===== config.mk =====
export PLATFORM = sky130hd
export DESIGN_NAME = ecc_shift_register
export DESIGN_NICKNAME = d
export VERILOG_FILES = /design/src/hw/shift_pkg.sv /design/src/hw/ecc_pkg.sv /design/src/hw/syndrome_calc.sv /design/src/hw/error_corrector.sv /design/src/hw/shift_datapath.sv /design/src/hw/ecc_shift_register.sv
export SDC_FILE = /design/constraint.sdc
export NUM_CORES = 1
export LEC_CHECK = 0
export ABC_AREA = 1
export BUFFER_PORTS_ARGS = -buffer_cell sky130_fd_sc_hd__buf_2
export CELL_PAD_IN_SITES_DETAIL_PLACEMENT = 0
export CELL_PAD_IN_SITES_GLOBAL_PLACEMENT = 2
export CORE_MARGIN = 8
export CORE_UTILIZATION = 29
export DETAILED_ROUTE_END_ITERATION = 7
export PLACE_DENSITY = 0.78
export SYNTH_ARGS = -nofsm -noshare
export SYNTH_HDL_FRONTEND = slang
export SYNTH_SLANG_ARGS = --single-unit
export TNS_END_PERCENT = 1

===== constraint.sdc =====
create_clock -name clk -period 2 [get_ports clk]
set_input_delay 0.2 -clock clk [delete_from_list [all_inputs] [get_ports clk]]
set_output_delay 0.2 -clock clk [all_outputs]
set_load 0.05 [all_outputs]

===== src/hw/shift_pkg.sv =====
`default_nettype none

package shift_pkg;

  // register mode as driven on the mode input.
  typedef enum logic [1:0] {
    // serial in at the top, shift toward bit 0.
    mode_siso_right = 2'b00,
    // serial in at bit 0, shift toward the top.
    mode_siso_left  = 2'b01,
    // parallel load, then drain toward bit 0 with zero fill.
    mode_piso       = 2'b10,
    // parallel load, then hold.
    mode_pipo       = 2'b11
  } mode_e;

  // default register width. the low nibble is the ecc field.
  localparam int default_width = 64;

endpackage

`default_nettype wire


===== src/hw/ecc_pkg.sv =====
`default_nettype none

package ecc_pkg;

  // bit 0 covers p1, bit 1 covers p2, bit 2 covers p3.
  typedef logic [2:0] syndrome_t;

  // check bits in the order p1, p2, p3 from bit 0 up.
  typedef logic [2:0] check_t;

  typedef enum logic [1:0] {
    err_none  = 2'd0,
    err_data  = 2'd1,
    err_check = 2'd2
  } err_kind_e;

  // the seven protected positions of the hamming(7,4) word.
  typedef enum logic [2:0] {
    inj_d0 = 3'd0,
    inj_d1 = 3'd1,
    inj_d2 = 3'd2,
    inj_d3 = 3'd3,
    inj_p1 = 3'd4,
    inj_p2 = 3'd5,
    inj_p3 = 3'd6
  } inject_pos_e;

  // check bits for a four-bit data field.
  function automatic check_t encode_check(input logic [3:0] d);
    check_t c;
    c[0] = d[0] ^ d[2] ^ d[3];
    c[1] = d[0] ^ d[1] ^ d[3];
    c[2] = d[0] ^ d[1] ^ d[2];
    return c;
  endfunction

  // syndrome seen when only the given position is flipped.
  function automatic syndrome_t pos_syndrome(input inject_pos_e pos);
    syndrome_t s;
    case (pos)
      inj_d0:  s = 3'b111;
      inj_d1:  s = 3'b110;
      inj_d2:  s = 3'b101;
      inj_d3:  s = 3'b011;
      inj_p1:  s = 3'b001;
      inj_p2:  s = 3'b010;
      inj_p3:  s = 3'b100;
      default: s = 3'b000;
    endcase
    return s;
  endfunction

endpackage

`default_nettype wire


===== src/hw/syndrome_calc.sv =====
`timescale 1ns/1ps
`default_nettype none

module syndrome_calc
  import ecc_pkg::*;
(
  input  logic [3:0] data,
  input  check_t     check,
  output syndrome_t  syndrome
);

  check_t expect_check;

  // each bit is a stored check bit against the parity recomputed
  // over its three covered data bits.
  always_comb begin
    expect_check = encode_check(data);
    syndrome     = check ^ expect_check;
  end

endmodule

`default_nettype wire


===== src/hw/error_corrector.sv =====
`timescale 1ns/1ps
`default_nettype none

module error_corrector
  import ecc_pkg::*;
#(
  parameter int WIDTH = 64
) (
  input  syndrome_t        syndrome,
  input  logic [WIDTH-1:0] data,
  input  check_t           check,
  output logic             fault,
  output logic [WIDTH-1:0] fixed_data,
  output check_t           fixed_check,
  output err_kind_e        err_kind
);

  assign fault = |syndrome;

  // flip whichever position produces the observed syndrome.
  // a zero syndrome matches no position, so the word passes through.
  always_comb begin
    fixed_data  = data;
    fixed_check = check;
    for (int i = 0; i < 4; i++) begin
      if (syndrome == pos_syndrome(inject_pos_e'(i))) begin
        fixed_data[i] = ~data[i];
      end
    end
    for (int j = 0; j < 3; j++) begin
      if (syndrome == pos_syndrome(inject_pos_e'(j + 4))) begin
        fixed_check[j] = ~check[j];
      end
    end
  end

  // weight one points at a check bit, heavier ones at a data bit.
  always_comb begin
    if (syndrome == '0) begin
      err_kind = err_none;
    end else if ($onehot(syndrome)) begin
      err_kind = err_check;
    end else begin
      err_kind = err_data;
    end
  end

endmodule

`default_nettype wire


===== src/hw/shift_datapath.sv =====
`timescale 1ns/1ps
`default_nettype none

module shift_datapath
  import shift_pkg::*, ecc_pkg::*;
#(
  parameter int WIDTH = 64
) (
  input  logic             clk,
  input  logic             rst,
  input  logic             enable,
  input  mode_e            mode,
  input  logic             load,
  input  logic             serial_in,
  input  logic [WIDTH-1:0] parallel_in,
  input  logic             inject,
  input  inject_pos_e      inject_pos,
  input  logic             fault,
  input  logic [WIDTH-1:0] fixed_data,
  input  check_t           fixed_check,
  output logic [WIDTH-1:0] stored_data,
  output check_t           stored_check,
  output logic             serial_out
);

  logic [WIDTH-1:0] next_data;
  check_t           next_check;
  logic [WIDTH-1:0] data_flip;
  check_t           check_flip;

  // the next word is built from the corrected word, so a pending
  // single-bit error never shifts out.
  always_comb begin
    case (mode)
      mode_siso_right: next_data = {serial_in, fixed_data[WIDTH-1:1]};
      mode_siso_left:  next_data = {fixed_data[WIDTH-2:0], serial_in};
      mode_piso:       next_data = load ? parallel_in : {1'b0, fixed_data[WIDTH-1:1]};
      mode_pipo:       next_data = load ? parallel_in : fixed_data;
      default:         next_data = fixed_data;
    endcase
    next_check = encode_check(next_data[3:0]);
  end

  // one-hot flip mask for the injected position.
  always_comb begin
    data_flip  = '0;
    check_flip = '0;
    case (inject_pos)
      inj_d0:  data_flip[0]  = 1'b1;
      inj_d1:  data_flip[1]  = 1'b1;
      inj_d2:  data_flip[2]  = 1'b1;
      inj_d3:  data_flip[3]  = 1'b1;
      inj_p1:  check_flip[0] = 1'b1;
      inj_p2:  check_flip[1] = 1'b1;
      inj_p3:  check_flip[2] = 1'b1;
      default: ;
    endcase
  end

  // shift beats inject, inject beats scrub.
  always_ff @(posedge clk or negedge rst) begin
    if (!rst) begin
      stored_data  <= '0;
      stored_check <= '0;
    end else if (enable) begin
      stored_data  <= next_data;
      stored_check <= next_check;
    end else if (inject) begin
      stored_data  <= stored_data ^ data_flip;
      stored_check <= stored_check ^ check_flip;
    end else if (fault) begin
      // scrub write-back of the repaired word.
      stored_data  <= fixed_data;
      stored_check <= fixed_check;
    end
  end

  // right-moving modes tap bit 0, the others tap the top bit.
  always_comb begin
    if (mode == mode_siso_right || mode == mode_piso) begin
      serial_out = stored_data[0];
    end else begin
      serial_out = stored_data[WIDTH-1];
    end
  end

endmodule

`default_nettype wire


===== src/hw/ecc_shift_register.sv =====
`timescale 1ns/1ps
`default_nettype none

module ecc_shift_register
  import shift_pkg::*, ecc_pkg::*;
#(
  parameter int WIDTH = default_width
) (
  input  logic             clk,
  input  logic             rst,
  input  logic             enable,
  input  mode_e            mode,
  input  logic             load,
  input  logic             serial_in,
  input  logic [WIDTH-1:0] parallel_in,
  input  logic             inject,
  input  inject_pos_e      inject_pos,
  output logic             serial_out,
  output logic [WIDTH-1:0] parallel_out,
  output err_kind_e        err_kind
);

  logic [WIDTH-1:0] stored_data;
  check_t           stored_check;
  syndrome_t        syndrome;
  logic             fault;
  logic [WIDTH-1:0] fixed_data;
  check_t           fixed_check;

  shift_datapath #(
    .WIDTH(WIDTH)
  ) datapath_inst (
    .clk         (clk),
    .rst         (rst),
    .enable      (enable),
    .mode        (mode),
    .load        (load),
    .serial_in   (serial_in),
    .parallel_in (parallel_in),
    .inject      (inject),
    .inject_pos  (inject_pos),
    .fault       (fault),
    .fixed_data  (fixed_data),
    .fixed_check (fixed_check),
    .stored_data (stored_data),
    .stored_check(stored_check),
    .serial_out  (serial_out)
  );

  // only the low nibble is protected.
  syndrome_calc syndrome_inst (
    .data    (stored_data[3:0]),
    .check   (stored_check),
    .syndrome(syndrome)
  );

  error_corrector #(
    .WIDTH(WIDTH)
  ) corrector_inst (
    .syndrome   (syndrome),
    .data       (stored_data),
    .check      (stored_check),
    .fault      (fault),
    .fixed_data (fixed_data),
    .fixed_check(fixed_check),
    .err_kind   (err_kind)
  );

  // parallel view is always the corrected word.
  assign parallel_out = fixed_data;

endmodule

`default_nettype wire


==> results of run 1 <==
-- registers in the layout, indices dropped and copies added (netlist names) --
| signal | cells |
|---|---|
| datapath_inst.stored_data | 64 |
| datapath_inst.stored_check | 3 |
-- cells by family after synthesis --
logic type,Yosys count,share of synthesized area
AO/OA/AOI/OAI,209,0.2603
adder cells (fa/ha/maj),1,0.004055
multiplexers,1,0.002281
buffers and inverters,193,0.1967
XOR/XNOR,4,0.007095
AND/OR/NAND/NOR,198,0.1901
flip-flops,67,0.3396
-- per-stage QoR --
step	instances	instance area [um2]	setup slack, ns	power (mW)
3_5_place_dp	976	5693	-0.08584	6.226
4_1_cts	992	6071	-0.3478	8.170
3_3_place_gp	976	5693	-0.05043	6.192
6_report	995	6116	-0.3045	8.176
5_1_grt	995	6116	-0.4185	8.689
2_1_floorplan	673	4950	-0.1090	5.119
-- power groups by stage --
stage | registers, mW | clock network, mW | logic [mW]
after floorplan | 1.83 | 0 | 3.29
after global placement | 1.92 | 0 | 4.28
after detailed placement | 1.91 | 0 | 4.31
after CTS | 1.90 | 1.73 | 4.55
after global routing | 1.94 | 1.80 | 4.95
final | 1.90 | 1.68 | 4.60
-- area by class of cell --
type / instances / share of cell area
clock buffers: 10 / 0.03744
well taps: 220 / 0.04501
flip-flops and latches: 67 / 0.2748
repair buffers: 187 / 0.1876
inverters: 93 / 0.05851
multi-input cells: 413 / 0.3838
clock inverters: 5 / 0.01289
-- worst paths after layout --
check	from	to	slack (ns)	depth (start not counted)
min in group asynchronous	rst	datapath_inst.stored_data[42]	0.37	2
worst min register to register	datapath_inst.stored_data[63]	datapath_inst.stored_data[63]	0.54	2
worst max-delay path	datapath_inst.stored_data[3]	err_kind[1]	-0.30	9
worst min-delay path	parallel_in[63]	datapath_inst.stored_data[63]	0.19	3
max in group asynchronous	rst	datapath_inst.stored_data[29]	1.02	3
worst max register to register	datapath_inst.stored_data[0]	datapath_inst.stored_check[0]	-0.03	18
-- placed cells by master (no fill, tap or decap), types with 2 or more instances in the layout --
cell type  Yosys  routed
a211oi_1      11      10
a21oi_1       70      70
a21oi_2        2       2
a221oi_1      49      49
buf_12         0       4
buf_2         11     134
buf_4         60      42
buf_6          0       5
bufinv_16      0       2
clkbuf_16      0       9
clkinv_1       2       2
clkinv_2       0       3
clkinv_4       1       2
dfrtp_1       67      64
dfrtp_2        0       3
inv_1         81      78
inv_2          8      10
nand2_1      119     115
nand2_2       18      22
nand2_4        3       3
nand3_1       22      18
nand3_2        4       8
nand4_1        6       6
nand4_2        2       2
nor2_1        18      17
nor2_4         0       2
o211ai_1       2       2
o21ai_0       69      68
o31ai_1        4       4
xor2_1         4       4
-- per-layer routing --
layer  vias to the layer above  share of wire
li1                       2407              -
met5                         -         0.0014
met3                        21          0.061
met4                         4          0.018
met2                       135           0.47
met1                      2320           0.45
-- what timing repair did --
action | in CTS | in global routing
gates resized for setup | 20 | 9
pin swaps | 4 | 3
hold endpoints to repair | 34 | 0
buffers inserted | 0 | 3
hold buffers | 1 | 0
endpoints found under the setup margin | 10 | 14
-- tightest hold or removal path: stages --
cell and delay (ns):
buf_2 0.10, a221oi_1 0.06, o21ai_0 0.13
==> flow_summary.toml, run 1 <==
[logic_synthesis]
yosys-top-cells-count = "nand2_1, inv_1, a21oi_1"
synth_cells = 673
synth-seq-area-share = 0.3396
async_flop_share = 1.000
synthTopCellsByArea = "dfrtp_1, buf_4, nand2_1, a221oi_1, a21oi_1"
synth_cell_type_count = 35
syn_area_mm2 = 0.004937
synth_area_per_cell_um2 = 7.336
yosysMostFrequentCell = "nand2_1"
synth-seq-cells = 67
synth_edf_count = 0
yosysWarnings = 0
synthFlopType = "dfrtp_1"
synth_fp_nets = 749
synth_top_area_cell = "dfrtp_1"
synth_top_area_frac = 0.3396

[sta]
rsz0062_at_grt = "yes"
period_share = 1.152
clock_skew_ns = 0.005169
slew_violations = 0
hold_violations = 0
finalSetupViolCount = 9
worst_pin_slew_ns = 0.5330
holdWs_ns = 0.1885
totalNegativeSetupSlack_ns = -1.032
setup_slack_ns = -0.3045
fmax_ghz = 0.4339
max_slew_margin = 0.6446
min_period_ns = 2.305

[status]
violations = "negative setup slack"
status = "finished, violations left"

[worst_setup_path]
path_cells = "inv_2 -> nand2_1 -> nand2_1 -> nand2_2 -> nand2_4 -> clkinv_4 -> fa_1 -> a211oi_4 -> buf_6"
cp_num_buf_inv = 3
cp.required_ns = 1.80
crit_arrival_ns = 2.10
crit_slowest_cell = "fa_1"
crit_top_cell = "nand2_1"
slowest_delay_ns = 0.51
crit_family = "adder cells"
crit_fanout = 6
start_kind = "register"
critPathKind = "reg2out"
end_kind = "primary output"

[cells_and_area]
ff_latch_area_mm2 = 0.001680
multi_input_area_mm2 = 0.002347
drive_gt1_frac = 0.3394
diodes = 0
syn2layout_area_growth_pct = 23.87
nFillCells = 1804
final_net_count = 847
utilization = 0.3675

[routing]
viasPerCell = 4.912
drc = 0
wl_per_cell_um = 16.43
num_vias = 4887
ant_nets = 0
drtIter0Drc = 287
first_pass_iters = 6
drt_wl_total_um = 16350

[power_and_ir_drop]
p_sw_frac = 0.4700
seq_power_share = 0.232
ir_drop_mv = 1.975
powerDensity_mw_per_mm2 = 1337
internal_power_mw = 4.333
clock_power_share = 0.205
p_sw_mw = 3.843
power.share.combinational = 0.563
power.leakage_nw = 2.999

[grt]
antenna_found_initial = 2
grt_max_degree = 101
gr-usage-met2 = 0.2435
use_met1 = 0.1806
grt_busiest_layer = "met2"
globalRouteTotalUtil = 0.1489
grt_pass1_vias = 4915
met3_usage = 0.04759
grt_pass1_wl_um = 25840
grt.overflow.total = 0

[cts]
cts_tree = "yes"
numCtsBuffers = 9
clk_pin_slew_worst_paths_ns = 0.05
cts.sinks = 67
cts_root_buf = "clkbuf_16"
clock_path_buffers = 2
htree_levels = 3
insertion_delay_ns = 0.33

[die]
initial_utilization = 0.2967
die-area_mm2 = 0.02146
core.rowCount = 47
ios = 142
core_mm2 = 0.01664
die_y_um = 146.5
die_w_um = 146.5

[flow_run]
cap_violations = 0

[placed_design]
hpwl_um = 12060
io_buffers = 141
gp_congestion = 0.8614

[hold_path]
hp-class = "in2reg"
No activity file was read; power rests on OpenSTA's default activity.
==> run 2, diff against run 1 <==
--- a/config.mk
+++ b/config.mk
@@ -13,6 +13,8 @@
 export CORE_UTILIZATION = 29
 export DETAILED_ROUTE_END_ITERATION = 7
 export PLACE_DENSITY = 0.78
+export RECOVER_POWER = 50
+export SETUP_SLACK_MARGIN = 0.05
 export SYNTH_ARGS = -nofsm -noshare
 export SYNTH_HDL_FRONTEND = slang
 export SYNTH_SLANG_ARGS = --single-unit
==> run 2 against run 1 <==
  * Sequential cell count unchanged
  * Largest cell class unchanged
  * Clock power is essentially flat
  * The run still ends with negative setup slack left
  * Worst setup slack gained 0.0031 ns
  * Final area is 0.78% lower
  * Largest power group unchanged
==> flow_summary.toml, run 2 (synthesis gave the netlist of run 1 again) <==
[grt]
grt_pass1_wl_um = 25840
globalRouteTotalUtil = 0.1489
grt_pass1_vias = 4915
grt_max_degree = 101
grt.overflow.total = 0
antenna_found_initial = 2

[cts]
cts_root_buf = "clkbuf_16"
cts_tree = "yes"
numCtsBuffers = 9
cts.sinks = 67
htree_levels = 3
clock_path_buffers = 2
insertion_delay_ns = 0.33
clk_pin_slew_worst_paths_ns = 0.06

[die]
core.rowCount = 47
die-area_mm2 = 0.02146
core_mm2 = 0.01664
die_w_um = 146.5
die_y_um = 146.5
ios = 142
initial_utilization = 0.2967

[sta]
rsz0062_at_grt = "yes"
setup_slack_ns = -0.3014
min_period_ns = 2.301
hold_violations = 0
fmax_ghz = 0.4345
clock_skew_ns = 0.005255
totalNegativeSetupSlack_ns = -1.062
slew_violations = 0
max_slew_margin = 0.3301
worst_pin_slew_ns = 1.005
finalSetupViolCount = 9
period_share = 1.151

[worst_setup_path]
path_cells = "inv_2 -> nand2_1 -> nand2_1 -> nand2_2 -> nand2_4 -> clkinv_4 -> fa_1 -> a211oi_4 -> buf_6"
crit_slowest_cell = "fa_1"
cp_num_buf_inv = 3
crit_family = "adder cells"
crit_fanout = 6
cp.required_ns = 1.80
slowest_delay_ns = 0.51
end_kind = "primary output"
crit_arrival_ns = 2.10
crit_top_cell = "nand2_1"
critPathKind = "reg2out"
crit_start = "datapath_inst.stored_data[3]"
start_kind = "register"
reg2reg_from = "datapath_inst.stored_data[0]"

[cells_and_area]
finalInstanceArea_mm2 = 0.006068
drive_gt1_frac = 0.3058
largest_registers = "datapath_inst.stored_data x64, datapath_inst.stored_check x3"
final_cells = 995
mostFrequentLayoutCells = "nand2_1, buf_2, inv_1"
nFillCells = 1815
syn2layout_area_growth_pct = 22.91
largest_reg_flops = 64
diodes = 0
layout_commonest_cell = "nand2_1"
final_net_count = 847
largest_register = "datapath_inst.stored_data"

[routing]
drc = 0
wl_per_cell_um = 16.42
first_pass_iters = 6
drtIter0Drc = 307
num_vias = 4886
ant_nets = 0
drt_wl_total_um = 16330
viasPerCell = 4.911

[flow_run]
cap_violations = 0

[placed_design]
hpwl_um = 12060
gp_congestion = 0.8614
io_buffers = 141
dp.cells = 976
dpl-instance-area_mm2 = 0.005693

[power_and_ir_drop]
ir_drop_mv = 1.975
powerDensity_mw_per_mm2 = 1342
power.leakage_nw = 2.927

[status]
violations = "negative setup slack"
status = "finished, violations left"

[hold_path]
hp-class = "in2reg"
hp-start = "parallel_in[63]"
[run 2: area by class of cell]
| class | count | area, um2 | area share |
|---|---|---|---|
| Tap cell | 220 | 275.3 | 0.04536 |
| Clock buffer | 10 | 229.0 | 0.03773 |
| Clock inverter | 5 | 78.83 | 0.01299 |
| Timing Repair Buffer | 187 | 1100 | 0.1812 |
| Multi-Input combinational cell | 413 | 2347 | 0.3868 |
| Inverter | 93 | 357.8 | 0.05897 |
| Sequential cell | 67 | 1680 | 0.2769 |
[run 2: tightest hold or removal path: stages]
cell and delay [ns]:
buf_2 0.09, a221oi_1 0.06, o21ai_0 0.13
[run 2: metal layers]
metal	vias up	GRT usage	share of wire
met3	21	0.04759	0.066
met2	150	0.2435	0.47
met5	-	0	0.0016
met4	4	0.05152	0.018
met1	2304	0.1806	0.44
li1	2407	-	-
[run 2: power by group]
group | switching, mW | internal (mW)
Combinational | 2.98 | 1.59
Clock | 0.593 | 1.08
Sequential | 0.270 | 1.63
Total | 3.84 | 4.30
[run 2: repair_timing]
item,in CTS,in global routing
pin swaps,4,3
gates resized for setup,20,9
buffers inserted,0,3
setup endpoints to repair,12,14
hold buffers,1,0
cloned,0,0
hold endpoints to repair,34,0
[run 2: path summary, 6_finish.rpt]
| check | to | slack, ns | cells past startpoint |
|---|---|---|---|
| setup / recovery | err_kind[1] | -0.30 | 9 |
| hold / removal | datapath_inst.stored_data[63] | 0.19 | 3 |
| setup reg to reg | datapath_inst.stored_check[0] | -0.04 | 18 |
| hold reg to reg | datapath_inst.stored_data[63] | 0.54 | 2 |
| max in group asynchronous | datapath_inst.stored_data[9] | 0.28 | 3 |
| min in group asynchronous | datapath_inst.stored_data[41] | 0.55 | 2 |
[run 2: through the flow]
step | total power [mW] | hold slack, ns | util | worst slack (ns)
after floorplan | 5.119 | -0.09559 | - | -0.1090
after global placement | 6.192 | 0.2109 | 0.3421 | -0.05043
after detailed placement | 6.226 | 0.2090 | 0.3421 | -0.08584
after CTS | 8.170 | 0.1679 | 0.3648 | -0.3478
after global routing | 8.662 | 0.1863 | 0.3646 | -0.4185
final | 8.143 | 0.1860 | 0.3646 | -0.3014
